===== src/common/conv_pkg.sv =====
package conv_pkg;

    // data and kernel sizes
    localparam int WORD_W    = 16;
    localparam int ACC_W     = 2 * WORD_W;
    localparam int KERNEL_W  = 2;
    localparam int KERNEL_H  = 3;
    localparam int KERNEL_N  = KERNEL_W * KERNEL_H;
    localparam int NUM_NODES = 4;

    // wishbone word address map
    localparam int ADR_W = 8;
    localparam logic [ADR_W-1:0] ADDR_CTRL   = 8'h00;
    localparam logic [ADR_W-1:0] ADDR_STATUS = 8'h01;
    localparam logic [ADR_W-1:0] ADDR_BIAS   = 8'h02;
    localparam logic [ADR_W-1:0] ADDR_KERNEL = 8'h08;
    localparam logic [ADR_W-1:0] ADDR_WINDOW = 8'h10;
    localparam logic [ADR_W-1:0] ADDR_RESULT = 8'h40;

    // each node owns 8 window words, only the first KERNEL_N are kept
    localparam int WINDOW_STRIDE = 8;
    localparam int NODE_IDX_W    = $clog2(NUM_NODES);
    localparam int TAP_IDX_W     = $clog2(WINDOW_STRIDE);

    localparam logic [ADR_W-1:0] KERNEL_SPAN = ADR_W'(KERNEL_N);
    localparam logic [ADR_W-1:0] WINDOW_SPAN = ADR_W'(WINDOW_STRIDE * NUM_NODES);
    localparam logic [ADR_W-1:0] RESULT_SPAN = ADR_W'(NUM_NODES);

    typedef logic signed [WORD_W-1:0] word_t;

    // largest positive word, used as the saturation limit
    localparam word_t SAT_MAX = 16'h7FFF;

    // kernel or window taps, row-major
    typedef word_t [KERNEL_N-1:0] tap_array_t;

    typedef enum logic [2:0] {
        REGION_CTRL,
        REGION_STATUS,
        REGION_BIAS,
        REGION_KERNEL,
        REGION_WINDOW,
        REGION_RESULT,
        REGION_NONE
    } addr_region_e;

    typedef enum logic [1:0] {
        NODE_IDLE,
        NODE_MAC,
        NODE_BIAS,
        NODE_OUT
    } node_state_e;

    typedef struct packed {
        logic                  valid;
        addr_region_e          region;
        logic [NODE_IDX_W-1:0] node;
        logic [TAP_IDX_W-1:0]  tap;
        word_t                 data;
    } wr_req_t;

    typedef struct packed {
        logic  valid;
        word_t value;
    } node_result_t;

endpackage


===== src/conv_window_loader.sv =====
`timescale 1ns/1ps

module conv_window_loader (
    input  logic                                          clk_i,
    input  logic                                          reset_i,
    input  conv_pkg::wr_req_t                             wr_req_i,
    input  logic                                          batch_start_i,
    output conv_pkg::tap_array_t [conv_pkg::NUM_NODES-1:0] windows_o,
    output logic                                          node_start_o
);
    import conv_pkg::*;

    tap_array_t [NUM_NODES-1:0] windows_q;
    logic                       is_window;
    logic                       tap_ok;
    logic                       buf_we;
    logic                       node_start_q;

    // only window writes within the kernel footprint land in a buffer
    assign is_window = (wr_req_i.region == REGION_WINDOW);
    assign tap_ok    = (wr_req_i.tap < TAP_IDX_W'(KERNEL_N));
    assign buf_we    = wr_req_i.valid && is_window && tap_ok;

    always_ff @(posedge clk_i) begin
        if (reset_i) begin
            windows_q <= '0;
        end else if (buf_we) begin
            windows_q[wr_req_i.node][wr_req_i.tap] <= wr_req_i.data;
        end
    end

    // one cycle of delay so windows are settled when nodes start
    always_ff @(posedge clk_i) begin
        if (reset_i)
            node_start_q <= 1'b0;
        else
            node_start_q <= batch_start_i;
    end

    assign windows_o    = windows_q;
    assign node_start_o = node_start_q;

endmodule


===== config.mk =====
export PLATFORM = sky130hd
export DESIGN_NAME = conv_window_loader
export DESIGN_NICKNAME = d
export VERILOG_FILES = /design/src/common/conv_pkg.sv /design/src/conv_window_loader.sv
export SDC_FILE = /design/constraint.sdc
export NUM_CORES = 1
export LEC_CHECK = 0
export BUFFER_PORTS_ARGS = -buffer_cell sky130_fd_sc_hd__buf_2
export CAP_MARGIN = 20
export CORE_MARGIN = 1.5
export CORE_UTILIZATION = 55
export CTS_CLUSTER_DIAMETER = 60
export DETAILED_ROUTE_END_ITERATION = 6
export PLACE_DENSITY_LB_ADDON = 0.15
export SYNTH_ARGS = -nofsm -noshare
export SYNTH_HDL_FRONTEND = slang
export SYNTH_SLANG_ARGS = --single-unit
export TNS_END_PERCENT = 10

===== constraint.sdc =====
create_clock -name clk_i -period 3.96 [get_ports clk_i]
set_input_delay 0.396 -clock clk_i [delete_from_list [all_inputs] [get_ports clk_i]]
set_output_delay 0.396 -clock clk_i [all_outputs]
set_load 0.005 [all_outputs]

## Word-level counts from Yosys, hierarchy flattened

Cells that the tools add are included.

| storage, ports and cells | value |
|---|---|
| input bits | 28 |
| register bits after elaboration | 385 |
| output and inout bits | 385 |

| cells by class | value |
|---|---|
| magnitude comparators | 5 |
| mux-type cells | 5 |
| eq/ne operators | 1 |
| reductions and logical operators | 4 |

Operator list:

| operator | count |
|---|---|
| bitwise mux 384 bit | 1 |
| demux 96 bit (select 2 bit) | 1 |
| 2-to-1 mux 96 bit | 1 |
| demux 16 bit (select 3 bit) | 1 |
| 2-to-1 mux 16 bit | 1 |
| logical AND 1 bit | 4 |
| < comparator 3 x 4 -> 1 bit, second input constant | 1 |
| equality test 3 bit, second input constant | 1 |
| >= comparator 3 x 1 -> 1 bit, second input constant | 1 |
| < comparator 2 x 3 -> 1 bit, second input constant | 1 |
| < comparator 3 bit, second input constant | 1 |
| >= comparator 2 x 1 -> 1 bit, second input constant | 1 |

## Depth between registers and ports, before layout

| depth | value |
|---|---|
| word-level depth | 7 |
| depth in mapped cells | 6 |
| gate-level depth less buffers | 3 |

## Worst setup path before layout

OpenSTA, ideal clock, no wires.

| path | value |
|---|---|
| kind | input to register |
| from | in wr_req_i[21] in the netlist's numbering |
| to | reg windows_q, in the netlist windows_o[293] |
| path slack | 2.228 ns |
| setup time | 0.132 ns |
| arrival time | 1.600 ns |
| cell stages on the path | 6 |
| buffers on the path | 3 |
| cells stage by stage | and4bb_2 buf_4 buf_6 nand4_2 buf_2 mux2i_1 |

| on the way | value |
|---|---|
| word-level cells in the longest chain between the ends | 3 |

Ends and longest elaborated chain:

| item | RTL line | text |
|---|---|---|
| start: declaration | conv_window_loader.sv:6 | `input conv_pkg::wr_req_t wr_req_i,` |
| equality test 3 bit | conv_window_loader.sv:20 | `assign is_window = (wr_req_i.region == REGION_WINDOW);` |
| logical AND 1 bit (2 in a row) | conv_window_loader.sv:22 | `assign buf_we = wr_req_i.valid && is_window && tap_ok;` |
| end signal: indexed assignment | conv_window_loader.sv:28 | `windows_q[wr_req_i.node][wr_req_i.tap] <= wr_req_i.data;` |
| end: declaration | conv_window_loader.sv:13 | `tap_array_t [NUM_NODES-1:0] windows_q;` |

Every way passes these cells.
A chain may end at the register's enable or synchronous reset.

## Final worst setup path

| path | value |
|---|---|
| from | in wr_req_i[22] in the netlist's numbering |
| to | reg windows_q, in the netlist windows_o[140] |

The elaborated chain is that of the path after synthesis.

==> qor.csv <==
stage;metric;value;unit
cells_and_area;Non-Filler Instances;2053;
cells_and_area;final net count;1711;
timing;max_slew headroom;36.2;%
synthesis;XOR/XNOR Fraction of Synth Area;0;%
synthesis;syn_area_per_cell;11.4;sq um
timing;Layout Skew;0;ns
clock_tree;clk root buf;clkbuf_16;
worst_setup_path;WP data arrival;2.52;ns
cells_and_area;Fill cells;2103;
global_routing;initial antenna violation count;4;
synthesis;dominant synthesized flop cell;dfxtp_1;
detailed_routing;drt initial violations;584;
power_and_ir_drop;power per cell area;414;nW/um^2
worst_setup_path;Startpoint Class;input pin;
synthesis;Yosys top cell area share;51.3;%
detailed_routing;DRC;0;
worst_setup_path;maximum fanout along the worst path;26;
cells_and_area;cell area after layout;18300;sq um
clock_tree;post-CTS sizing;0;
worst_setup_path;CP Capture Type;flop;
timing;final critical delay including setup and external delays;2.10;ns
synthesis;syn nets;1349;
worst_setup_path;Worst Path Class, Setup;input pin to flop;
floorplanning;Die Ht;168;microns
floorplanning;IO Pins;413;
detailed_routing;antenna viol nets, final;0;
cells_and_area;share of post-route cells with drive strength above 1;30.1;%
detailed_routing;Vias/cell;5.23;
clock_tree;Post-CTS Setup Bufs;0;
timing;fmax;475;MHz
timing;period utilization;53.1;%
clock_tree;clock sink count;385;
cells_and_area;Area Overhead vs Synth;21.9;%
synthesis;synth top area cells;dfxtp_1 (51%), mux2i_1 (26%), nand2b_1 (17%), clkbuf_1 (1.9%), nand4_2 (1.5%);
synthesis;Mapped Cells;1321;
place;IO buf count;412;
detailed_routing;top layer in use;met4;
timing;TNS Setup;0;ns
timing;Fin. Hold Viols;0;
detailed_routing;drt total wl;42.5;mm
global_routing;largest net degree at the start of global routing;213;
status;status;finished clean;
detailed_routing;routed length on met2;20.0;mm
synthesis;flops & latches, synth;385;
detailed_routing;Routed met1 length;17.9;mm
synthesis;sequential element share of the synthesized area;51.3;%
clock_tree;CTS Hold Bufs;0;
synthesis;Synth Cell Area;15000;sq um
place;Placer Congestion;0.779;
synthesis;mux share of post-synthesis cell area;25.6;%
synthesis;combinational family with the most area after synthesis;multiplexers;
place;placement-stage cell area;17200;sq um
synthesis;Synth top cells by count;nand2b_1 (400), dfxtp_1 (385), mux2i_1 (384), clkbuf_1 (76), nand4_2 (18);
global_routing;global route overflow;0;
synthesis;async set-reset flop share out of synthesis;0;%
worst_setup_path;CP required;4.38;ns
detailed_routing;wire length on met3;3.25;mm
power_and_ir_drop;Leakage;10.5;nW
timing;WHS;0.0889;ns
detailed_routing;wire length per cell;20.7;microns
clock_tree;Clock Pin Slew Worst Setup and Hold Paths;0.06;ns
clock_tree;clk_lat worst skew;0.53;ns
synthesis;cell accounting for the most synthesized area;dfxtp_1;
synthesis;number of synthesized flops with an enable pin;0;
min_path;HP Class;input pin to flop;
clock_tree;CTS tree;built;
timing;Worst Max-Slew Pin Slew;0.956;ns
floorplanning;Initial Utilization;55.9;%
timing;Slew Viols, Final;0;
global_routing;first-pass GRT wire length;63.2;mm
floorplanning;Die ar.;28300;sq um
synthesis;Distinct cells, synth;21;
synthesis;Yosys Warn Count;0;
floorplanning;area of the core;26900;sq um
run;Max Cap Viol;0;
timing;Finish-stage setup viols;0;
global_routing;vias in the first global route;10500;
place;Detail Placement HPWL;26.8;mm
global_routing;GRT Util Overall;29.1;%
power_and_ir_drop;maximum vdd drop;0.000344;V
worst_setup_path;slack of the worst reg-to-reg path;3.28;ns
detailed_routing;via count;10700;
synthesis;Post-Synth Adder-Cell Area;0;%
floorplanning;Rows;60;
synthesis;Synth Area in Simple Gates;19.4;%
place;placed instance count;1983;
floorplanning;die width;168;microns
clock_tree;Clock Tree Buf Depth;3;
timing;RSZ-0062 raised after global routing;false;
clock_tree;TritonCTS Buffers;39;
detailed_routing;Initial DRT Pass Iterations;4;
clock_tree;htree depth;2;
synthesis;count leader, synth;nand2b_1;
synthesis;compound-gate portion of the synthesized area;0.133;%
[critical path, stage by stage]
cell	delay [ns]
buf_2	0.12
and4bb_2	0.82
nand4_2	0.78
mux2i_1	0.38
[power by group]
group	internal [mW]	leakage (nW)	total (mW)	switching, mW
Combinational	0.106	6.78	0.293	0.187
Sequential	3.88	3.10	3.88	0.00200
Clock	1.95	0.569	3.41	1.46
[state kept, by name, indices dropped and copies added (netlist names)]
name,flops
windows_o,384
node_start_o,1
[cell families after synthesis]
logic type	after synthesis
buffers and inverters	113
multiplexers	384
flip-flops	385
AND/OR/NAND/NOR	438
AO/OA/AOI/OAI	1
[worst paths after layout]
check / start / to / depth (start not counted)
max: wr_req_i[22] / windows_o[140]$_SDFFE_PP0P_ / 4
min: batch_start_i / node_start_o$_SDFF_PP0_ / 2
max reg2reg: windows_o[219]$_SDFFE_PP0P_ / windows_o[219]$_SDFFE_PP0P_ / 2
min reg2reg: windows_o[304]$_SDFFE_PP0P_ / windows_o[304]$_SDFFE_PP0P_ / 2
[placed cells by master, fill, tap and decap left out, types with 5 or more instances in the layout]
| cell | instances |
|---|---|
| clkbuf_16 | 41 |
| nand2b_1 | 400 |
| dfxtp_1 | 385 |
| mux2i_1 | 384 |
| nand3_2 | 5 |
| buf_4 | 21 |
| buf_2 | 411 |
| clkinv_2 | 6 |
| clkbuf_1 | 16 |
| nand4_2 | 18 |
[layout make-up]
class,instances,area [sq um],area share [%]
Multi-Input combinational cell,823,6770,37.0
Sequential cell,385,7710,42.1
Clock buffer,60,1130,6.15
Antenna cell,4,10.0,0.0546
Tap cell,341,427,2.33
Timing Repair Buffer,434,2250,12.3
Clock inverter,6,30.0,0.164
[per-layer routing]
| layer | GRT usage [%] | vias up |
|---|---|---|
| met4 | 9.39 | 0 |
| met3 | 8.82 | 74 |
| met1 | 36.2 | 5259 |
| met5 | 0 | - |
| li1 | - | 5081 |
| met2 | 48.2 | 332 |
[per-stage QoR]
step           setup slack, ns  total power, mW  utilization [%]
2_1_floorplan             2.23             4.15                -
3_3_place_gp              1.36             4.26             63.8
3_5_place_dp              1.31             4.26             63.8
4_1_cts                   1.84             7.63             68.1
5_1_grt                   1.71             7.79             68.2
6_report                  1.86             7.59             68.2
(Power assumes the default switching activity.)
