## src/common/conv_pkg.sv

```systemverilog
package conv_pkg;

    // data and kernel sizes
    localparam int WORD_W    = 16;
    localparam int ACC_W     = 2 * WORD_W;
    localparam int KERNEL_W  = 2;
    localparam int KERNEL_H  = 3;
    localparam int KERNEL_N  = KERNEL_W * KERNEL_H;
    localparam int NUM_NODES = 4;

    // wishbone word address map
    localparam int ADR_W = 8;
    localparam logic [ADR_W-1:0] ADDR_CTRL   = 8'h00;
    localparam logic [ADR_W-1:0] ADDR_STATUS = 8'h01;
    localparam logic [ADR_W-1:0] ADDR_BIAS   = 8'h02;
    localparam logic [ADR_W-1:0] ADDR_KERNEL = 8'h08;
    localparam logic [ADR_W-1:0] ADDR_WINDOW = 8'h10;
    localparam logic [ADR_W-1:0] ADDR_RESULT = 8'h40;

    // each node owns 8 window words, only the first KERNEL_N are kept
    localparam int WINDOW_STRIDE = 8;
    localparam int NODE_IDX_W    = $clog2(NUM_NODES);
    localparam int TAP_IDX_W     = $clog2(WINDOW_STRIDE);

    localparam logic [ADR_W-1:0] KERNEL_SPAN = ADR_W'(KERNEL_N);
    localparam logic [ADR_W-1:0] WINDOW_SPAN = ADR_W'(WINDOW_STRIDE * NUM_NODES);
    localparam logic [ADR_W-1:0] RESULT_SPAN = ADR_W'(NUM_NODES);

    typedef logic signed [WORD_W-1:0] word_t;

    // largest positive word, used as the saturation limit
    localparam word_t SAT_MAX = 16'h7FFF;

    // kernel or window taps, row-major
    typedef word_t [KERNEL_N-1:0] tap_array_t;

    typedef enum logic [2:0] {
        REGION_CTRL,
        REGION_STATUS,
        REGION_BIAS,
        REGION_KERNEL,
        REGION_WINDOW,
        REGION_RESULT,
        REGION_NONE
    } addr_region_e;

    typedef enum logic [1:0] {
        NODE_IDLE,
        NODE_MAC,
        NODE_BIAS,
        NODE_OUT
    } node_state_e;

    typedef struct packed {
        logic                  valid;
        addr_region_e          region;
        logic [NODE_IDX_W-1:0] node;
        logic [TAP_IDX_W-1:0]  tap;
        word_t                 data;
    } wr_req_t;

    typedef struct packed {
        logic  valid;
        word_t value;
    } node_result_t;

endpackage

```

## src/conv_node/conv_node.sv

```systemverilog
`timescale 1ns/1ps

module conv_node (
    input  logic                 clk_i,
    input  logic                 reset_i,
    input  logic                 start_i,
    input  conv_pkg::tap_array_t window_i,
    input  conv_pkg::tap_array_t kernel_i,
    input  conv_pkg::word_t      bias_i,
    output conv_pkg::node_result_t result_o
);
    import conv_pkg::*;

    node_state_e              state_q;
    node_state_e              state_d;
    logic [TAP_IDX_W-1:0]     tap_q;
    logic                     last_tap;
    word_t                    win_tap;
    word_t                    ker_tap;
    logic signed [ACC_W-1:0]  product;
    logic signed [ACC_W-1:0]  bias_ext;
    logic signed [ACC_W-1:0]  acc_q;
    logic signed [ACC_W-1:0]  sat_max_ext;
    word_t                    out_value;

    assign last_tap = (tap_q == TAP_IDX_W'(KERNEL_N - 1));

    // next state
    always_comb begin
        state_d = state_q;
        case (state_q)
            NODE_IDLE: begin
                if (start_i)
                    state_d = NODE_MAC;
            end
            NODE_MAC: begin
                if (last_tap)
                    state_d = NODE_BIAS;
            end
            NODE_BIAS: state_d = NODE_OUT;
            NODE_OUT:  state_d = NODE_IDLE;
            default:   state_d = NODE_IDLE;
        endcase
    end

    always_ff @(posedge clk_i) begin
        if (reset_i) begin
            state_q <= NODE_IDLE;
            tap_q   <= '0;
        end else begin
            state_q <= state_d;
            // tap counter only advances through the MAC phase
            if (state_q == NODE_MAC && !last_tap)
                tap_q <= tap_q + 1'b1;
            else
                tap_q <= '0;
        end
    end

    // one signed product per cycle, sign extended to the accumulator
    assign win_tap  = window_i[tap_q];
    assign ker_tap  = kernel_i[tap_q];
    assign product  = ACC_W'(win_tap) * ACC_W'(ker_tap);
    assign bias_ext = ACC_W'(bias_i);

    always_ff @(posedge clk_i) begin
        case (state_q)
            NODE_IDLE: acc_q <= '0;
            NODE_MAC:  acc_q <= acc_q + product;
            // bias acts as a threshold
            NODE_BIAS: acc_q <= acc_q - bias_ext;
            default:   acc_q <= acc_q;
        endcase
    end

    // relu then clamp to the largest positive word
    assign sat_max_ext = ACC_W'(SAT_MAX);

    always_comb begin
        if (acc_q < 0)
            out_value = '0;
        else if (acc_q > sat_max_ext)
            out_value = SAT_MAX;
        else
            out_value = acc_q[WORD_W-1:0];
    end

    assign result_o.valid = (state_q == NODE_OUT);
    assign result_o.value = out_value;

endmodule

```

## config.mk

```make
export PLATFORM = sky130hd
export DESIGN_NAME = conv_node
export DESIGN_NICKNAME = d
export VERILOG_FILES = /design/src/common/conv_pkg.sv /design/src/conv_node/conv_node.sv
export SDC_FILE = /design/constraint.sdc
export NUM_CORES = 1
export LEC_CHECK = 0
export BUFFER_PORTS_ARGS = -buffer_cell sky130_fd_sc_hd__buf_2
export CAP_MARGIN = 20
export CORE_MARGIN = 10
export CORE_UTILIZATION = 29
export CTS_CLUSTER_DIAMETER = 30
export DETAILED_ROUTE_END_ITERATION = 8
export SLEW_MARGIN = 20
export SYNTH_ARGS = -nofsm -noshare
export SYNTH_HDL_FRONTEND = slang
export SYNTH_SLANG_ARGS = --single-unit
export TNS_END_PERCENT = 50
```

## constraint.sdc

```tcl
create_clock -name clk_i -period 15.66 [get_ports clk_i]
set_clock_uncertainty 0.2 [all_clocks]
set_input_delay 3.132 -clock clk_i [delete_from_list [all_inputs] [get_ports clk_i]]
set_output_delay 3.132 -clock clk_i [all_outputs]
set_load 0.02 [all_outputs]
```

== After elaboration in Yosys (flattened, before gate mapping) ==
Cells that the tools add are included.
Word-level totals
  word-level logic and storage cells: 33
  input bits: 211
  bits in registers: 37
Operators by class
  bitwise operators: 1
  equal/unequal tests: 6
  reductions and logical operators: 6
  multiply operators: 1
  order comparisons: 3
  add/subtract/negate cells: 3
  muxes and demuxes: 10
Operators with widths (number)
  16-bit binary-select mux with 3-bit select: 2
  32-bit case mux with 3 select lines: 1
  16-bit two-way mux: 4
  32-bit adder: 1
  32-bit by 16-bit greater-than comparator with 1-bit output, second input constant: 1
  32-bit by 1-bit < comparator with 1-bit output, second input constant: 1
  16-bit by 16-bit multiplier with 32-bit output: 1
  32-bit by 16-bit subtractor with 32-bit output: 1
  2-bit case mux with 4 select lines: 1
  2-bit equality test, second input constant: 2
  3-bit by 4-bit < comparator with 1-bit output, second input constant: 1
  2-bit two-way mux: 2
  2-bit != test, second input constant: 2
  3-bit by 1-bit adder with 3-bit output, second input constant: 1
  3-bit equality test, second input constant: 1
  3-bit nonzero test: 1
  2-bit by 1-bit equality test with 1-bit output, second input constant: 1
  2-bit zero test: 1
  2-bit AND reduction: 1
  2-bit OR reduction: 1
  1-bit logical AND: 1
  1-bit zero test: 1
  1-bit inverter: 1

== Longest topological paths before layout ==
  word-level depth: 5
  mapped depth: 30

== Least setup slack after synthesis ==
Ideal clock, no wire load.
  path kind: input -> register
  from: input port kernel_i[49] in the netlist's numbering
  to: register acc_q[30] (data pin)
  path slack: 5.953 ns
  path buffers: 1
  cell stages on the path: 24
  data arrival time: 9.233 ns
  cell sequence: mux4_2 > a21o_1 > buf_2 > nand2_1 > inv_1 > fa_1 > inv_1 > fa_1 > inv_1 > fa_1 > fa_1 > fa_1 > inv_1 > fa_1 > inv_1 > ha_1 > a21o_1 > o21bai_1 > a21o_1 > a21oi_1 > o221ai_2 > o22ai_1 > xor2_1 > o22ai_1
Between the ends
  cells in the longest elaborated chain, start to end: 5
Ends and longest elaborated chain
  start, declared: RTL line conv_node.sv:8  | input conv_pkg::tap_array_t kernel_i,
  16-bit binary-select mux with 3-bit select: RTL line conv_node.sv:62  | assign ker_tap = kernel_i[tap_q];
  16-bit two-way mux (not written as such): RTL line conv_node.sv:62
  16-bit by 16-bit multiplier with 32-bit output: RTL line conv_node.sv:63  | assign product = ACC_W'(win_tap) * ACC_W'(ker_tap);
  32-bit adder: RTL line conv_node.sv:69  | NODE_MAC: acc_q <= acc_q + product;
  32-bit case mux with 3 select lines: RTL line conv_node.sv:67  | case (state_q)
  end signal, assigned: RTL line conv_node.sv:69
  end signal, assigned: RTL line conv_node.sv:71  | NODE_BIAS: acc_q <= acc_q - bias_ext;
  end signal, assigned: RTL line conv_node.sv:72  | default: acc_q <= acc_q;
  end, declared: RTL line conv_node.sv:22  | logic signed [ACC_W-1:0] acc_q;
No other way between the ends. The select of a mux whose other input is x is not followed.
A chain may end at the register's enable or synchronous reset.

== Final worst setup path ==
  from: input port kernel_i[19] in the netlist's numbering
  to: register acc_q[30] (data pin)
The elaborated chain is that of the path after synthesis.

==> impl_metrics.yaml <==
critical_path:
  timing.rr.end: "acc_q[30]$_DFFE_PP_"
  startpoint_type: "input port"
  reg2reg_slack_ns: 7.13
  crit_arrival_ns: 10.08
  cp_max_fo: 7
  critPathRequiredTime_ns: 15.48
  endpoint_kind: "flop"
  reg2reg_from: "tap_q[0]$_SDFF_PP0_"
  critPathKind: "in -> reg"
  r2r_cells: 24
sta:
  slew_headroom: 0.231
  hold_viol_final: 0
  setup_viol: 0
  slew_viol_final: 0
  fin_crit_sh: 0.655
  fin_tns_setup_ns: 0
  tightest_slew_ns: 1.15
  post-route-min-period_ns: 10.26
  rsz0062_at_grt: "no"
  fmax_mhz: 97.5
placement:
  dp_hpwl_mm: 41.8
  portBuffers: 226
  routabilityCongestion: 0.964
  place_area_mm2: 0.0175
floorplanning:
  die_y_um: 252
  rows: 84
  die_area_mm2: 0.0634
  pin_count: 228
  die_w_um: 252
  core-area_mm2: 0.0529
  start_util: 0.295
logic_synthesis:
  syn_inst: 1741
  synth-seq-cells: 37
  ys_warn_count: 0
  synth_top_area_share: 0.377
  synth.yosys.seq_area_share: 0.0681
  yosys_most_used_dff: "edfxtp_1"
  yosysTopAreaCell: "fa_1"
  synth_area_mm2: 0.0156
  ys_types: 66
  syn_area_per_cell_um2: 8.94
  synth_area_leaders: "fa_1 38%, ha_1 11%, inv_1 9.0%"
  async_flop_share: 0
  synth_edf_count: 32
  syn-num-nets: 2381
drt:
  vias_per_cell: 4.81
  drc: 0
  vias: 12700
  routedWlPerCell_um: 18.0
  initialDrtViolationCount: 730
  final_antenna_net_count: 0
  dr.pass1.iters: 5
  totalWireLength_mm: 47.4
layout:
  num-fill-cells: 5497
  seqCellArea_mm2: 0.00107
  fin_util: 0.334
  nets: 2581
  multi_input_area_mm2: 0.0129
  drive_gt1_frac: 0.164
  fin_area_mm2: 0.0176
  syn_to_final_growth_pct: 13.3
worst_hold_path:
  hold_end: "state_q[0]$_SDFFE_PP0P_"
  hold_class: "reg -> reg"
  holdCritStartpoint: "state_q[0]$_SDFFE_PP0P_"
  hold_path_depth: 2
clock_tree:
  htree_num_levels: 2
  cts_root_buf: "clkbuf_16"
  worstSkewPairLatency_ns: 0.29
  cts_resized: 0
  cts_buffers: 5
  postCtsSetupBuffers: 0
  path_clk_slew_ns: 0.06
  cts_tree: "yes"
  ctsLongestPathBuffers: 2
  clock-sinks: 37
  cts_hold_buf: 0
global_routing:
  grt_pass1_wl_mm: 76.8
  grt_max_degree: 49
  grt_pass1_vias: 13800
  grt_overflow_total: 0
  antenna_found_initial: 4
  grt_util_all_layers: 0.150
outcome:
  status: "complete, no violations"
run:
  cap_violations: 0
## worst max path at each step
stage,from,to,slack [ns]
after floorplan,kernel_i[49],acc_q[30]$_DFFE_PP_,5.95
after global placement,window_i[63],acc_q[30]$_DFFE_PP_,5.17
after detailed placement,window_i[63],acc_q[30]$_DFFE_PP_,5.16
after CTS,window_i[47],acc_q[30]$_DFFE_PP_,5.43
after global routing,window_i[47],acc_q[30]$_DFFE_PP_,5.04
final,kernel_i[19],acc_q[30]$_DFFE_PP_,5.40
## worst max-delay path, stage by stage
cell	delay (ns)
buf_2	0.12
mux4_2	0.47
a21oi_1	0.80
nor2_1	0.13
fa_1	0.69
inv_1	0.11
fa_1	0.53
inv_1	0.29
fa_1	0.50
fa_1	0.50
fa_1	0.49
inv_1	0.05
fa_1	0.48
inv_1	0.05
ha_1	0.34
a21o_1	0.21
o21bai_1	0.15
a21o_1	0.18
a21oi_1	0.21
o221ai_2	0.16
o22ai_1	0.21
xor2_1	0.16
o22ai_1	0.09
## cells in the final DEF (no fill, tap or decap), types with 4 or more instances in the layout
cell type  count
xor2_1        22
a211oi_1      13
mux4_2        32
edfxtp_1      32
nand4_1        4
mux2i_1       36
inv_1        372
o31ai_1        4
a22oi_1       12
fa_1         293
nand3_1       12
o21ai_1        9
clkbuf_16      5
a31oi_1        6
xnor2_1       38
ha_1         136
nor2b_1       22
or3_1          6
o21ai_0       26
nand2_1      152
nor2_1       221
buf_4         24
nor4_1         5
a21oi_2        4
and2_1         5
a21oi_1       69
a21o_1        37
nor3_1        12
o21ai_2        4
or2_2          9
buf_2        226
o22ai_1       11
o21bai_1       5
o21a_1         8
nand2b_1      19
## sequential cells by signal, summed over array words and instances (netlist names)
name and count:
acc_q 32, tap_q 3, state_q 2
## layer usage
| metal | up-vias | global-route usage | wire, µm |
|---|---|---|---|
| met2 | 484 | 0.247 | 21300 |
| met4 | 2 | 0.0504 | 1550 |
| met3 | 78 | 0.0263 | 3430 |
| met5 | - | 0 | 12 |
| li1 | 5904 | - | - |
| met1 | 6202 | 0.197 | 21100 |
## cell usage after synthesis, types with 6 or more instances
master / n
edfxtp_1: 32
fa_1: 293
or2_2: 9
nor3_1: 12
mux2i_1: 36
xnor2_1: 38
a21oi_1: 70
nand2b_1: 19
inv_1: 372
clkbuf_1: 29
xor2_1: 22
a31oi_1: 6
o21ai_1: 8
o21ai_0: 27
nor2_1: 221
a22oi_1: 12
buf_1: 6
nand2_1: 152
nor2b_1: 22
or3_1: 6
a21o_1: 37
o22ai_1: 11
a211oi_1: 13
buf_2: 18
mux4_2: 32
o21a_1: 8
nand3_1: 12
ha_1: 136
## per-stage QoR
| step | setup slack, ns | hold WS, ns | instances |
|---|---|---|---|
| after floorplan | 5.95 | 0.322 | 1741 |
| after global placement | 5.17 | 0.343 | 2622 |
| final | 5.40 | 0.370 | 2633 |
| after CTS | 5.43 | 0.371 | 2630 |
| after detailed placement | 5.16 | 0.365 | 2622 |
| after global routing | 5.04 | 0.407 | 2630 |
## cell type report
| cell class | count | area share |
|---|---|---|
| diodes | 3 | 0.000425 |
| clock buffers | 7 | 0.00752 |
| clock inverters | 1 | 0.000284 |
| inverters | 372 | 0.0791 |
| multi-input cells | 1275 | 0.729 |
| flip-flops and latches | 37 | 0.0604 |
| well taps | 688 | 0.0488 |
| repair buffers | 250 | 0.0743 |
## kinds of logic (layout without fill, tap and decap cells)
| kind of cell | Yosys count | after routing | synth area share |
|---|---|---|---|
| mux | 69 | 69 | 0.0701 |
| simple gates | 473 | 473 | 0.128 |
| fa+ha+maj | 429 | 429 | 0.486 |
| flops | 37 | 37 | 0.0681 |
| other cells | 1 | 4 | 0.000241 |
| buf+inv | 429 | 630 | 0.106 |
| xor+xnor | 60 | 60 | 0.0337 |
| compound gates | 243 | 243 | 0.107 |
Power is left out: the tool's default activity adds up to more than one toggle a clock period on the data nets, which glitch-free logic cannot reach.
