===== config.mk =====
export PLATFORM = sky130hd
export DESIGN_NAME = conv_wb_regs
export DESIGN_NICKNAME = d
export VERILOG_FILES = /design/src/common/conv_pkg.sv /design/src/conv_wb_regs.sv
export SDC_FILE = /design/constraint.sdc
export NUM_CORES = 1
export LEC_CHECK = 0
export BUFFER_PORTS_ARGS = -buffer_cell sky130_fd_sc_hd__buf_4
export CORE_ASPECT_RATIO = 0.5
export CORE_MARGIN = 1
export CORE_UTILIZATION = 45
export DETAILED_ROUTE_END_ITERATION = 10
export PLACE_DENSITY = 0.79
export SLEW_MARGIN = 20
export SYNTH_ARGS = -nofsm -noshare
export SYNTH_HDL_FRONTEND = slang
export SYNTH_SLANG_ARGS = --single-unit
export TNS_END_PERCENT = 10

===== constraint.sdc =====
create_clock -name clk_i -period 2.4 [get_ports clk_i]
set_input_delay 0.12 -clock clk_i [delete_from_list [all_inputs] [get_ports clk_i]]
set_output_delay 0.12 -clock clk_i [all_outputs]
set_load 0.005 [all_outputs]

===== src/common/conv_pkg.sv =====
package conv_pkg;

    // data and kernel sizes
    localparam int WORD_W    = 16;
    localparam int ACC_W     = 2 * WORD_W;
    localparam int KERNEL_W  = 2;
    localparam int KERNEL_H  = 3;
    localparam int KERNEL_N  = KERNEL_W * KERNEL_H;
    localparam int NUM_NODES = 4;

    // wishbone word address map
    localparam int ADR_W = 8;
    localparam logic [ADR_W-1:0] ADDR_CTRL   = 8'h00;
    localparam logic [ADR_W-1:0] ADDR_STATUS = 8'h01;
    localparam logic [ADR_W-1:0] ADDR_BIAS   = 8'h02;
    localparam logic [ADR_W-1:0] ADDR_KERNEL = 8'h08;
    localparam logic [ADR_W-1:0] ADDR_WINDOW = 8'h10;
    localparam logic [ADR_W-1:0] ADDR_RESULT = 8'h40;

    // each node owns 8 window words, only the first KERNEL_N are kept
    localparam int WINDOW_STRIDE = 8;
    localparam int NODE_IDX_W    = $clog2(NUM_NODES);
    localparam int TAP_IDX_W     = $clog2(WINDOW_STRIDE);

    localparam logic [ADR_W-1:0] KERNEL_SPAN = ADR_W'(KERNEL_N);
    localparam logic [ADR_W-1:0] WINDOW_SPAN = ADR_W'(WINDOW_STRIDE * NUM_NODES);
    localparam logic [ADR_W-1:0] RESULT_SPAN = ADR_W'(NUM_NODES);

    typedef logic signed [WORD_W-1:0] word_t;

    // largest positive word, used as the saturation limit
    localparam word_t SAT_MAX = 16'h7FFF;

    // kernel or window taps, row-major
    typedef word_t [KERNEL_N-1:0] tap_array_t;

    typedef enum logic [2:0] {
        REGION_CTRL,
        REGION_STATUS,
        REGION_BIAS,
        REGION_KERNEL,
        REGION_WINDOW,
        REGION_RESULT,
        REGION_NONE
    } addr_region_e;

    typedef enum logic [1:0] {
        NODE_IDLE,
        NODE_MAC,
        NODE_BIAS,
        NODE_OUT
    } node_state_e;

    typedef struct packed {
        logic                  valid;
        addr_region_e          region;
        logic [NODE_IDX_W-1:0] node;
        logic [TAP_IDX_W-1:0]  tap;
        word_t                 data;
    } wr_req_t;

    typedef struct packed {
        logic  valid;
        word_t value;
    } node_result_t;

endpackage


===== src/conv_wb_regs.sv =====
`timescale 1ns/1ps

module conv_wb_regs (
    input  logic                                     clk_i,
    input  logic                                     reset_i,
    input  logic                                     wb_cyc_i,
    input  logic                                     wb_stb_i,
    input  logic                                     wb_we_i,
    input  logic [conv_pkg::ADR_W-1:0]               wb_adr_i,
    input  logic [conv_pkg::WORD_W-1:0]              wb_dat_i,
    input  conv_pkg::word_t [conv_pkg::NUM_NODES-1:0] results_i,
    input  logic                                     busy_i,
    input  logic                                     done_i,
    output logic [conv_pkg::WORD_W-1:0]              wb_dat_o,
    output logic                                     wb_ack_o,
    output conv_pkg::wr_req_t                        wr_req_o,
    output logic                                     batch_start_o,
    output conv_pkg::tap_array_t                     kernel_o,
    output conv_pkg::word_t                          bias_o
);
    import conv_pkg::*;

    addr_region_e          region;
    logic [NODE_IDX_W-1:0] node_idx;
    logic [TAP_IDX_W-1:0]  tap_idx;
    logic [ADR_W-1:0]      kernel_off;
    logic [ADR_W-1:0]      window_off;
    logic [ADR_W-1:0]      result_off;
    logic                  acked_q;
    logic                  wr_en;
    logic [WORD_W-1:0]     rd_data;
    tap_array_t            kernel_q;
    word_t                 bias_q;

    assign kernel_off = wb_adr_i - ADDR_KERNEL;
    assign window_off = wb_adr_i - ADDR_WINDOW;
    assign result_off = wb_adr_i - ADDR_RESULT;

    // address decode into region plus node and tap indices
    always_comb begin
        region   = REGION_NONE;
        node_idx = '0;
        tap_idx  = '0;
        if (wb_adr_i == ADDR_CTRL) begin
            region = REGION_CTRL;
        end else if (wb_adr_i == ADDR_STATUS) begin
            region = REGION_STATUS;
        end else if (wb_adr_i == ADDR_BIAS) begin
            region = REGION_BIAS;
        end else if (wb_adr_i >= ADDR_KERNEL && kernel_off < KERNEL_SPAN) begin
            region  = REGION_KERNEL;
            tap_idx = kernel_off[TAP_IDX_W-1:0];
        end else if (wb_adr_i >= ADDR_WINDOW && window_off < WINDOW_SPAN) begin
            region   = REGION_WINDOW;
            node_idx = window_off[TAP_IDX_W +: NODE_IDX_W];
            tap_idx  = window_off[TAP_IDX_W-1:0];
        end else if (wb_adr_i >= ADDR_RESULT && result_off < RESULT_SPAN) begin
            region   = REGION_RESULT;
            node_idx = result_off[NODE_IDX_W-1:0];
        end
    end

    // single-cycle ack, re-armed once stb drops
    always_ff @(posedge clk_i) begin
        if (reset_i) begin
            wb_ack_o <= 1'b0;
            acked_q  <= 1'b0;
        end else begin
            wb_ack_o <= wb_cyc_i && wb_stb_i && !wb_ack_o && !acked_q;
            if (wb_ack_o)
                acked_q <= 1'b1;
            else if (!wb_stb_i)
                acked_q <= 1'b0;
        end
    end

    assign wr_en = wb_ack_o && wb_we_i;

    always_ff @(posedge clk_i) begin
        if (reset_i) begin
            kernel_q <= '0;
            bias_q   <= '0;
        end else if (wr_en) begin
            if (region == REGION_KERNEL)
                kernel_q[tap_idx] <= wb_dat_i;
            if (region == REGION_BIAS)
                bias_q <= wb_dat_i;
        end
    end

    // start is dropped while a batch is still running
    assign batch_start_o = wr_en && (region == REGION_CTRL) && wb_dat_i[0] && !busy_i;

    assign wr_req_o.valid  = wr_en;
    assign wr_req_o.region = region;
    assign wr_req_o.node   = node_idx;
    assign wr_req_o.tap    = tap_idx;
    assign wr_req_o.data   = wb_dat_i;

    assign kernel_o = kernel_q;
    assign bias_o   = bias_q;

    always_comb begin
        rd_data = '0;
        case (region)
            REGION_STATUS: rd_data = {{(WORD_W-2){1'b0}}, done_i, busy_i};
            REGION_BIAS:   rd_data = bias_q;
            REGION_KERNEL: rd_data = kernel_q[tap_idx];
            REGION_RESULT: rd_data = results_i[node_idx];
            default:       rd_data = '0;
        endcase
    end

    // read data only while a read is being acked
    assign wb_dat_o = (wb_ack_o && !wb_we_i) ? rd_data : '0;

endmodule


# After elaboration in Yosys (flattened, before gate mapping)
# Index checks and enable logic that the tools add are counted.
[op_classes] n_addsub=3 n_lt_le_gt_ge=9 eq_ne=7 n_mux=28 n_reduce_logical=20
[ops] op="96-bit bitwise mux" n=1
[ops] op="16-bit two-way mux" n=4
[ops] op="16-bit case mux with 4 select lines" n=1
[ops] op="16-bit binary-select mux with 3-bit select" n=1
[ops] op="16-bit demux with 3-bit select" n=1
[ops] op="16-bit binary-select mux with 2-bit select" n=1
[ops] op="3-bit two-way mux" n=9
[ops] op="8-bit by 3-bit less-than comparator with 1-bit output, second input constant" n=2
[ops] op="2-bit two-way mux" n=8
[ops] op="1-bit logical AND" n=12
[ops] op="8-bit by 1-bit equality test with 1-bit output, second input constant" n=1
[ops] op="8-bit by 2-bit equality test with 1-bit output, second input constant" n=1
[ops] op="8-bit by 4-bit greater-or-equal comparator with 1-bit output, second input constant" n=1
[ops] op="8-bit by 5-bit greater-or-equal comparator with 1-bit output, second input constant" n=1
[ops] op="8-bit by 7-bit greater-or-equal comparator with 1-bit output, second input constant" n=1
[ops] op="8-bit logical NOT" n=1
[ops] op="8-bit by 6-bit less-than comparator with 1-bit output, second input constant" n=1
[ops] op="8-bit by 4-bit subtractor with 8-bit output, second input constant" n=1
[ops] op="8-bit by 5-bit subtractor with 8-bit output, second input constant" n=1
[ops] op="8-bit by 7-bit subtractor with 8-bit output, second input constant" n=1
[ops] op="3-bit by 2-bit equality test with 1-bit output, second input constant" n=2
[ops] op="1-bit logical NOT" n=4
[ops] op="3-bit by 4-bit less-than comparator with 1-bit output, second input constant" n=1
[ops] op="2-bit AND reduction" n=2
[ops] op="7 further kinds" n=8
[word_totals] reg_bits=114 in_bits=95 output_inout_bits=155 wordCells=76

# Depth between registers and ports, before layout
# Gate-level depths: netlist of the first run.
[depth] depth_word=13 ltp_mapped=11 depth_no_buf=9

# Least setup slack after synthesis of the first run
# No wires, ideal clock.
[synth_path] kind="input to register" start="input port wb_adr_i[4] in the netlist's numbering" end="register bias_q[10], in the netlist bias_o[10]" setup_time_ns=0.132 arrival_ns=1.968 t_required_ns=2.268 setup_slack_ns=0.300 path_stages=10 path_buffers=3 cell_sequence="inv_1 -> ha_1 -> or4b_4 -> or2_0 -> buf_6 -> or3_1 -> buf_6 -> buf_8 -> nand2_1 -> a21oi_1"
[synth_via] elab_chain_cells=11 word_cells_on_any_way=23 classes_between="3 x add/sub; 6 x order compare; 3 x eq/ne; 6 x mux; 5 x reduce/logical"
[synth_rtl] element="start, declared" line="conv_wb_regs.sv:9" source="input logic [conv_pkg::ADR_W-1:0] wb_adr_i,"
[synth_rtl] element="8-bit by 7-bit subtractor with 8-bit output" line="conv_wb_regs.sv:37" source="assign result_off = wb_adr_i - ADDR_RESULT;"
[synth_rtl] element="8-bit by 3-bit less-than comparator with 1-bit output" line="conv_wb_regs.sv:57" source="end else if (wb_adr_i >= ADDR_RESULT && result_off < RESULT_SPAN) begin"
[synth_rtl] element="1-bit logical AND" line="conv_wb_regs.sv:57"
[synth_rtl] element="2-bit two-way mux" line="conv_wb_regs.sv:57"
[synth_rtl] element="2-bit two-way mux" line="conv_wb_regs.sv:53" source="end else if (wb_adr_i >= ADDR_WINDOW && window_off < WINDOW_SPAN) begin"
[synth_rtl] element="3-bit two-way mux" line="conv_wb_regs.sv:50" source="end else if (wb_adr_i >= ADDR_KERNEL && kernel_off < KERNEL_SPAN) begin"
[synth_rtl] element="3-bit two-way mux" line="conv_wb_regs.sv:48" source="end else if (wb_adr_i == ADDR_BIAS) begin"
[synth_rtl] element="3-bit two-way mux" line="conv_wb_regs.sv:46" source="end else if (wb_adr_i == ADDR_STATUS) begin"
[synth_rtl] element="3-bit two-way mux (*)" line="conv_wb_regs.sv:44" source="if (wb_adr_i == ADDR_CTRL) begin"
[synth_rtl] element="3-bit by 2-bit equality test with 1-bit output (*)" line="conv_wb_regs.sv:86" source="if (region == REGION_BIAS)"
[synth_rtl] element="2-bit AND reduction (no line) (*)"
[synth_rtl] element="end signal, assigned" line="conv_wb_regs.sv:87" source="bias_q <= wb_dat_i;"
[synth_rtl] element="end, declared" line="conv_wb_regs.sv:33" source="word_t bias_q;"
# Mark *: on every way between the ends. The rest lies on a longest branch, timed or not.
# A chain may end at the register's enable or synchronous reset.

# Worst setup path after layout of the first run
[layout_path] start="input port wb_adr_i[4] in the netlist's numbering" end="output port batch_start_o"
[layout_via] elab_chain_cells=13 word_cells_on_any_way=25 classes_between="3 x add/sub; 6 x order compare; 2 x eq/ne; 6 x mux; 8 x reduce/logical"
[layout_rtl] element="8-bit by 7-bit subtractor with 8-bit output" line="conv_wb_regs.sv:37"
[layout_rtl] element="8-bit by 3-bit less-than comparator with 1-bit output" line="conv_wb_regs.sv:57"
[layout_rtl] element="1-bit logical AND" line="conv_wb_regs.sv:57"
[layout_rtl] element="2-bit two-way mux" line="conv_wb_regs.sv:57"
[layout_rtl] element="2-bit two-way mux" line="conv_wb_regs.sv:53"
[layout_rtl] element="3-bit two-way mux" line="conv_wb_regs.sv:50"
[layout_rtl] element="3-bit two-way mux" line="conv_wb_regs.sv:48"
[layout_rtl] element="3-bit two-way mux" line="conv_wb_regs.sv:46"
[layout_rtl] element="3-bit two-way mux (*)" line="conv_wb_regs.sv:44"
[layout_rtl] element="3-bit logical NOT (*)" line="conv_wb_regs.sv:92" source="assign batch_start_o = wr_en && (region == REGION_CTRL) && wb_dat_i[0] && !busy_i;"
[layout_rtl] element="1-bit logical AND (*) (3 in a row)" line="conv_wb_regs.sv:92"
[layout_rtl] element="end, declared" line="conv_wb_regs.sv:17" source="output logic batch_start_o,"
# Marks and branches as above.

==> run summary, run 1 <==
Number of diodes: 0
GPL Wtd Cong: 0.9165
Synth Flop Type: dfxtp_1
Die Wd: 166.4 um
Final total power: 0.005010 W
Failing checks: design-rule violations
Largest net degree at the start of global routing: 75
Relative slew slack: 45.21%
CP required: 2.28 ns
Tot GR Track Use: 34.03%
Min-delay worst type: input port to flop
Post-DRT Antenna Nets: 0
Setup TNS: 0 ns
Worst R2R Start: wb_ack_o
#FFs+latches synth: 114
Clock transition at path regs: 0.05 ns
Max_cap viols: 0
Crit-path cells: buf_8, inv_8, ha_4, or4b_4, or2_1, buf_4, nor2_1, a2bb2oi_1, nor4_2, buf_4, buf_4
Min Hold Slack: 0.02593 ns
VDD IR max: 0.4683 mV
Worst Setup EP: batch_start_o
Setup slack, reg-to-reg: 0.52 ns
Root buf cell: clkbuf_16
Routed len/inst: 20.42 um
Pwr Density: 541.1 nW/um^2
Max incr delay on CP: 0.51 ns
Clk network pwr share: 50.8%
Tmin final: 2.376 ns
CTS tree: yes
Slowest cell on the critical path: or4b_4
CTS Buffer Depth: 2
Layout cell share with drive strength beyond 1: 40.76%
DRT iter0 DRCs: 847
Max Freq: 0.4208 GHz
Post-DP Area: 8237 um^2
Total number of vias: 6933
Final cycle utilization of the critical path: 99.01%
Most common cell after layout, fill and taps aside: buf_4
Sequential cell area fraction in the yosys report: 37.52%
Die ar.: 14020 um^2
Drt first pass iters: 8
Design Area, Final: 9260 um^2
Gr ovfl total: 0
Layout fillers: 1009
P_leak: 3.911 nW
Final max-slew violation count: 0
CTS Sinks: 114
Data arrival, critical path: 2.26 ns
Port-buffer cells: 249
Post-synthesis async set-or-reset flop share: 0%
Register area: 2282 um^2
Logic pwr share: 11.4%
RSZ-0062 raised after global routing: yes
Final WS setup: 0.02385 ns
IO Pins: 250
Layout area overhead: 52.22%
Unique masters post-synth: 60
DRC: 15
Later-pin clock latency in the skew report: 0.40 ns
Vias in the first global route: 6301
H-tree depth: 4
Cells after Synth: 758
Syn avg cell area: 8.026 um^2
Net switching power: 0.001292 W
Final Hold Viols: 0
Crit. End Element: output port
Most frequent CP cell: buf_4
Startpoint Class: input port
Antenna violations before repair: 0
Post-Syn Area: 6083 um^2
Most frequent cells in the layout: 296 x buf_4, 180 x nand2_1, 114 x dfxtp_1, 84 x a21oi_1, 75 x mux2i_1
DPL Wire Length: 17810 um
Site Rows: 29
Die Ht: 84.22 um
Status: finished, violations left
Nets: 1118
Maximum fanout along the worst path: 5
First-pass GRT wire length: 36780 um
YS warnings: 0
Worst-Margin Slew: 0.8218 ns
Setup violations, final: 0
Final setup skew: 0.005712 ns
Syn Nets: 856
Placement-stage worst setup slack: -0.1943 ns
Worst reg2reg path depth: 5
CP Launch Point: wb_adr_i[4]
Sw frac: 25.79%
Via density: 5.763
Pint: 0.003718 W
Total CTS buffers: 17
Category of the most critical setup path: input port to output port
Core ar.: 12920 um^2
Reg power frac: 37.8%
R2R Path End: kernel_o[30]
Multi-input logic area: 3580 um^2
Post-synth EDFFs: 0
Initial core utilization: 47.09%
Post-Route WL: 24560 um
==> kinds of logic after synthesis <==
logic type               Yosys count  share of synthesized area, %
flip-flops                       114                         37.52
multiplexers                      82                         13.55
AND/OR/NAND/NOR                  287                         20.30
AO/OA/AOI/OAI                    190                         20.28
XOR/XNOR                           2                        0.2880
buffers and inverters             80                         7.445
adder cells (fa/ha/maj)            3                        0.6171
==> flip-flops by register name (all words and copies together), names as in the netlist <==
register / cells
bias_o: 16
wb_ack_o: 1
kernel_o: 96
acked_q: 1
==> power by group through the flow <==
stage | clock (W) | sequential (W) | combinational [W]
2_1_floorplan | 0 | 0.00194 | 0.000227
3_3_place_gp | 0 | 0.00194 | 0.000486
3_5_place_dp | 0 | 0.00194 | 0.000489
4_1_cts | 0.00255 | 0.00190 | 0.000514
5_1_grt | 0.00265 | 0.00189 | 0.000600
6_report | 0.00254 | 0.00190 | 0.000571
==> how the worst min path moves through the flow <==
stage / startpoint / endpoint / slack (ns) / cells after the start
floorplan: wb_cyc_i / wb_ack_o / 0.24 / 2
global placement: wb_cyc_i / wb_ack_o / 0.37 / 3
detailed placement: wb_cyc_i / wb_ack_o / 0.37 / 3
CTS: wb_dat_i[10] / kernel_o[10] / 0.006 / 3
global route: wb_dat_i[11] / kernel_o[11] / 0.01 / 3
finish: wb_dat_i[10] / kernel_o[10] / 0.03 / 3
==> cell usage after synthesis (6+ instances only) <==
master | instances | area share [%]
nor3_1 | 6 | 0.49
clkbuf_1 | 29 | 1.8
buf_4 | 22 | 2.7
o21ai_0 | 19 | 1.6
buf_2 | 15 | 1.2
nand2_2 | 10 | 1.0
mux2i_1 | 79 | 13
nand2_1 | 180 | 11
o21ai_1 | 11 | 0.90
inv_1 | 6 | 0.37
o22ai_1 | 15 | 1.5
a21oi_1 | 85 | 7.0
o221a_1 | 9 | 1.7
dfxtp_1 | 114 | 38
nor2_1 | 57 | 3.5
o2bb2ai_1 | 11 | 1.6
a21oi_2 | 11 | 1.6
==> worst max-delay path: cells and delay by family <==
kind	cells	cell delay, ns
simple gates	4	1.28
compound gates	1	0.11
buf+inv	5	0.62
fa+ha+maj	1	0.13
==> routing by layer <==
metal | up-vias | part of all wire (%) | GRT usage (%)
met5 | - | 0 | 0
met4 | 0 | 1.9 | 10.35
met3 | 43 | 11 | 6.695
met2 | 404 | 45 | 51.72
met1 | 3327 | 43 | 48.68
li1 | 3159 | - | -
==> metrics by stage <==
step	utilization (%)	cells
6_report	71.69	1203
3_3_place_gp	63.76	1157
3_5_place_dp	63.76	1157
5_1_grt	71.69	1203
2_1_floorplan	-	758
4_1_cts	69.56	1195
==> what timing repair did <==
action | 4_1_cts | 5_1_grt
pin swaps | 7 | 19
endpoints found under the hold margin | 2 | 0
gates resized for setup | 20 | 56
gates cloned | 1 | 1
hold buffers | 3 | 0
endpoints found under the setup margin | 17 | 17
buffers inserted | 2 | 7
==> layout make-up <==
cell class	count	area share, %
multi-input combinational	564	38.66
clock buffer	17	4.594
clock inverter	15	1.838
tap	170	2.297
inverter	7	0.4189
timing repair buffer	316	27.55
sequential	114	24.65
No activity file was read; power rests on OpenSTA's default activity.
==> run 2, diff against run 1 <==
--- a/config.mk
+++ b/config.mk
@@ -8,9 +8,9 @@
 export BUFFER_PORTS_ARGS = -buffer_cell sky130_fd_sc_hd__buf_4
 export CORE_ASPECT_RATIO = 0.5
 export CORE_MARGIN = 1
-export CORE_UTILIZATION = 45
+export CORE_UTILIZATION = 49
 export DETAILED_ROUTE_END_ITERATION = 10
-export PLACE_DENSITY = 0.79
+export PLACE_DENSITY = 0.85
 export SLEW_MARGIN = 20
 export SYNTH_ARGS = -nofsm -noshare
 export SYNTH_HDL_FRONTEND = slang
==> run 2 against run 1 <==
The flow finishes with violations (negative setup slack). Die area fell by 8.0%. Non-clock buffer count rose by 17. Critical path depth rose by 1. Utilization rose by 8.2 points. Clock-buffer cell count rose by 5. Via count rose by 3.0%. Global-route usage rose by 3.5 points. Sequential share of layout area fell by 0.72 points. First-iteration DRC count fell by 15%. Critical path type unchanged. Clock power fell by 4%.
==> run summary, run 2 (synthesis gave the netlist of run 1 again) <==
Final max-slew violation count: 0
CTS tree: yes
Final WS setup: -0.02851 ns
Crit. End Element: output port
Largest net degree at the start of global routing: 51
Clk network pwr share: 49.1%
Via density: 5.877
Drt first pass iters: 6
Vias in the first global route: 6664
Setup violations, final: 1
Post-Route WL: 25710 um
Final cycle utilization of the critical path: 101.2%
Max Freq: 0.4118 GHz
Final setup skew: 0.004781 ns
Pwr Density: 523.3 nW/um^2
Data arrival, critical path: 2.31 ns
Die Ht: 80.79 um
Root buf cell: clkbuf_16
Initial core utilization: 50.92%
Pint: 0.003780 W
Failing checks: negative setup slack
Most frequent cells in the layout: 307 x buf_4, 179 x nand2_1, 114 x dfxtp_1, 84 x a21oi_1, 69 x mux2i_1
Nets: 1136
Site Rows: 28
Tot GR Track Use: 37.53%
Status: finished, violations left
Placement-stage worst setup slack: -0.2148 ns
Startpoint Class: input port
Die ar.: 12890 um^2
CTS Sinks: 114
Logic pwr share: 12.9%
P_leak: 4.038 nW
Routed len/inst: 21.16 um
H-tree depth: 4
Gr ovfl total: 0
Sw frac: 24.28%
CP required: 2.28 ns
Min-delay worst type: input port to flop
Reg power frac: 38.0%
Final Hold Viols: 0
Core ar.: 11950 um^2
Layout fillers: 766
Antenna violations before repair: 0
Net switching power: 0.001212 W
Post-DRT Antenna Nets: 0
Die Wd: 159.6 um
DPL Wire Length: 17610 um
VDD IR max: 0.5322 mV
Layout area overhead: 56.81%
IO Pins: 250
Largest register FFs: 96
RSZ-0062 raised after global routing: yes
Clock transition at path regs: 0.05 ns
Layout cell share with drive strength beyond 1: 42.86%
Worst-Margin Slew: 0.7674 ns
Design Area, Final: 9539 um^2
Post-DP Area: 8305 um^2
Relative slew slack: 48.84%
DRC: 0
Total CTS buffers: 17
Port-buffer cells: 249
GPL Wtd Cong: 0.9889
Total number of vias: 7140
Most common cell after layout, fill and taps aside: buf_4
Tmin final: 2.429 ns
Maximum fanout along the worst path: 5
Category of the most critical setup path: input port to output port
Number of diodes: 0
CTS Buffer Depth: 2
DRT iter0 DRCs: 724
Later-pin clock latency in the skew report: 0.41 ns
First-pass GRT wire length: 36900 um
Max_cap viols: 0
run 2: cell count changes in the layout (fill, tap and decap cells not counted), moves of 3 or more:
cell | previous run | this run
o221a_4 | 5 | 9
o21ai_0 | 6 | 17
o21ai_1 | 12 | 9
buf_4 | 296 | 307
inv_6 | 6 | 1
clkbuf_1 | 0 | 3
o2bb2ai_1 | 11 | 6
mux2i_4 | 0 | 5
o2bb2ai_2 | 0 | 5
mux2i_1 | 75 | 69
buf_6 | 5 | 12
o221a_1 | 4 | 0
o21ai_2 | 11 | 4
run 2: worst paths after layout:
kind,start,endpoint,slack (ns),depth (start not counted)
worst min-delay path,wb_dat_i[10],kernel_o[10],0.02,3
worst max register to register,wb_ack_o,kernel_o[33],0.26,5
worst max-delay path,wb_adr_i[4],wb_dat_o[1],-0.03,12
worst min register to register,acked_q,wb_ack_o,0.43,1
run 2: metrics by stage:
stage               util [%]  instances  hold WS, ns  setup TNS (ns)  power (W)
floorplan                  -        758       0.2394               0   0.002164
global placement       69.52       1162       0.3615          -3.648   0.002436
detailed placement     69.52       1162       0.3732          -3.518   0.002439
CTS                    77.56       1210      0.01093               0   0.004901
global route           79.85       1215      0.02664         -0.3594   0.005106
finish                 79.85       1215      0.02163        -0.02851   0.004992
run 2: layout make-up:
type | count | area (um^2) | area share, %
clock inverter | 9 | 107.6 | 1.128
clock buffer | 22 | 464.2 | 4.866
sequential | 114 | 2282 | 23.92
multi-input combinational | 565 | 3737 | 39.18
tap | 165 | 206.4 | 2.164
timing repair buffer | 333 | 2708 | 28.38
inverter | 7 | 33.78 | 0.3541
run 2: worst max-delay path: stages:
cell and delay [ns]:
buf_8 0.10, inv_6 0.07, ha_4 0.15, or4b_4 0.51
buf_4 0.19, a21boi_2 0.17, a211oi_4 0.19, buf_6 0.16
o21bai_1 0.07, a31oi_1 0.27, o22ai_1 0.15, buf_4 0.16
run 2: power by group through the flow:
| stage | clock, W | sequential, W | combinational, W |
|---|---|---|---|
| 6_report | 0.00245 | 0.00190 | 0.000642 |
| 5_1_grt | 0.00254 | 0.00190 | 0.000668 |
| 4_1_cts | 0.00244 | 0.00190 | 0.000566 |
| 3_5_place_dp | 0 | 0.00194 | 0.000502 |
| 3_3_place_gp | 0 | 0.00194 | 0.000499 |
| 2_1_floorplan | 0 | 0.00194 | 0.000227 |
run 2: layer usage:
metal / wire length [um] / part of all wire [%] / track usage, % / vias to the layer above
li1: - / - / - / 3197
met1: 10630 / 41 / 49.31 / 3420
met2: 11700 / 45 / 58.52 / 454
met3: 2810 / 11 / 10.78 / 69
met4: 575 / 2.2 / 15.38 / 0
met5: 0 / 0 / 0 / -
run 2: repair_timing:
item / 4_1_cts / 5_1_grt
hold buffers: 3 / 0
endpoints found under the hold margin: 2 / 0
gates resized for setup: 38 / 55
gates cloned: 3 / 1
pin swaps: 18 / 28
setup endpoints to repair: 16 / 17
setup buffers: 11 / 6
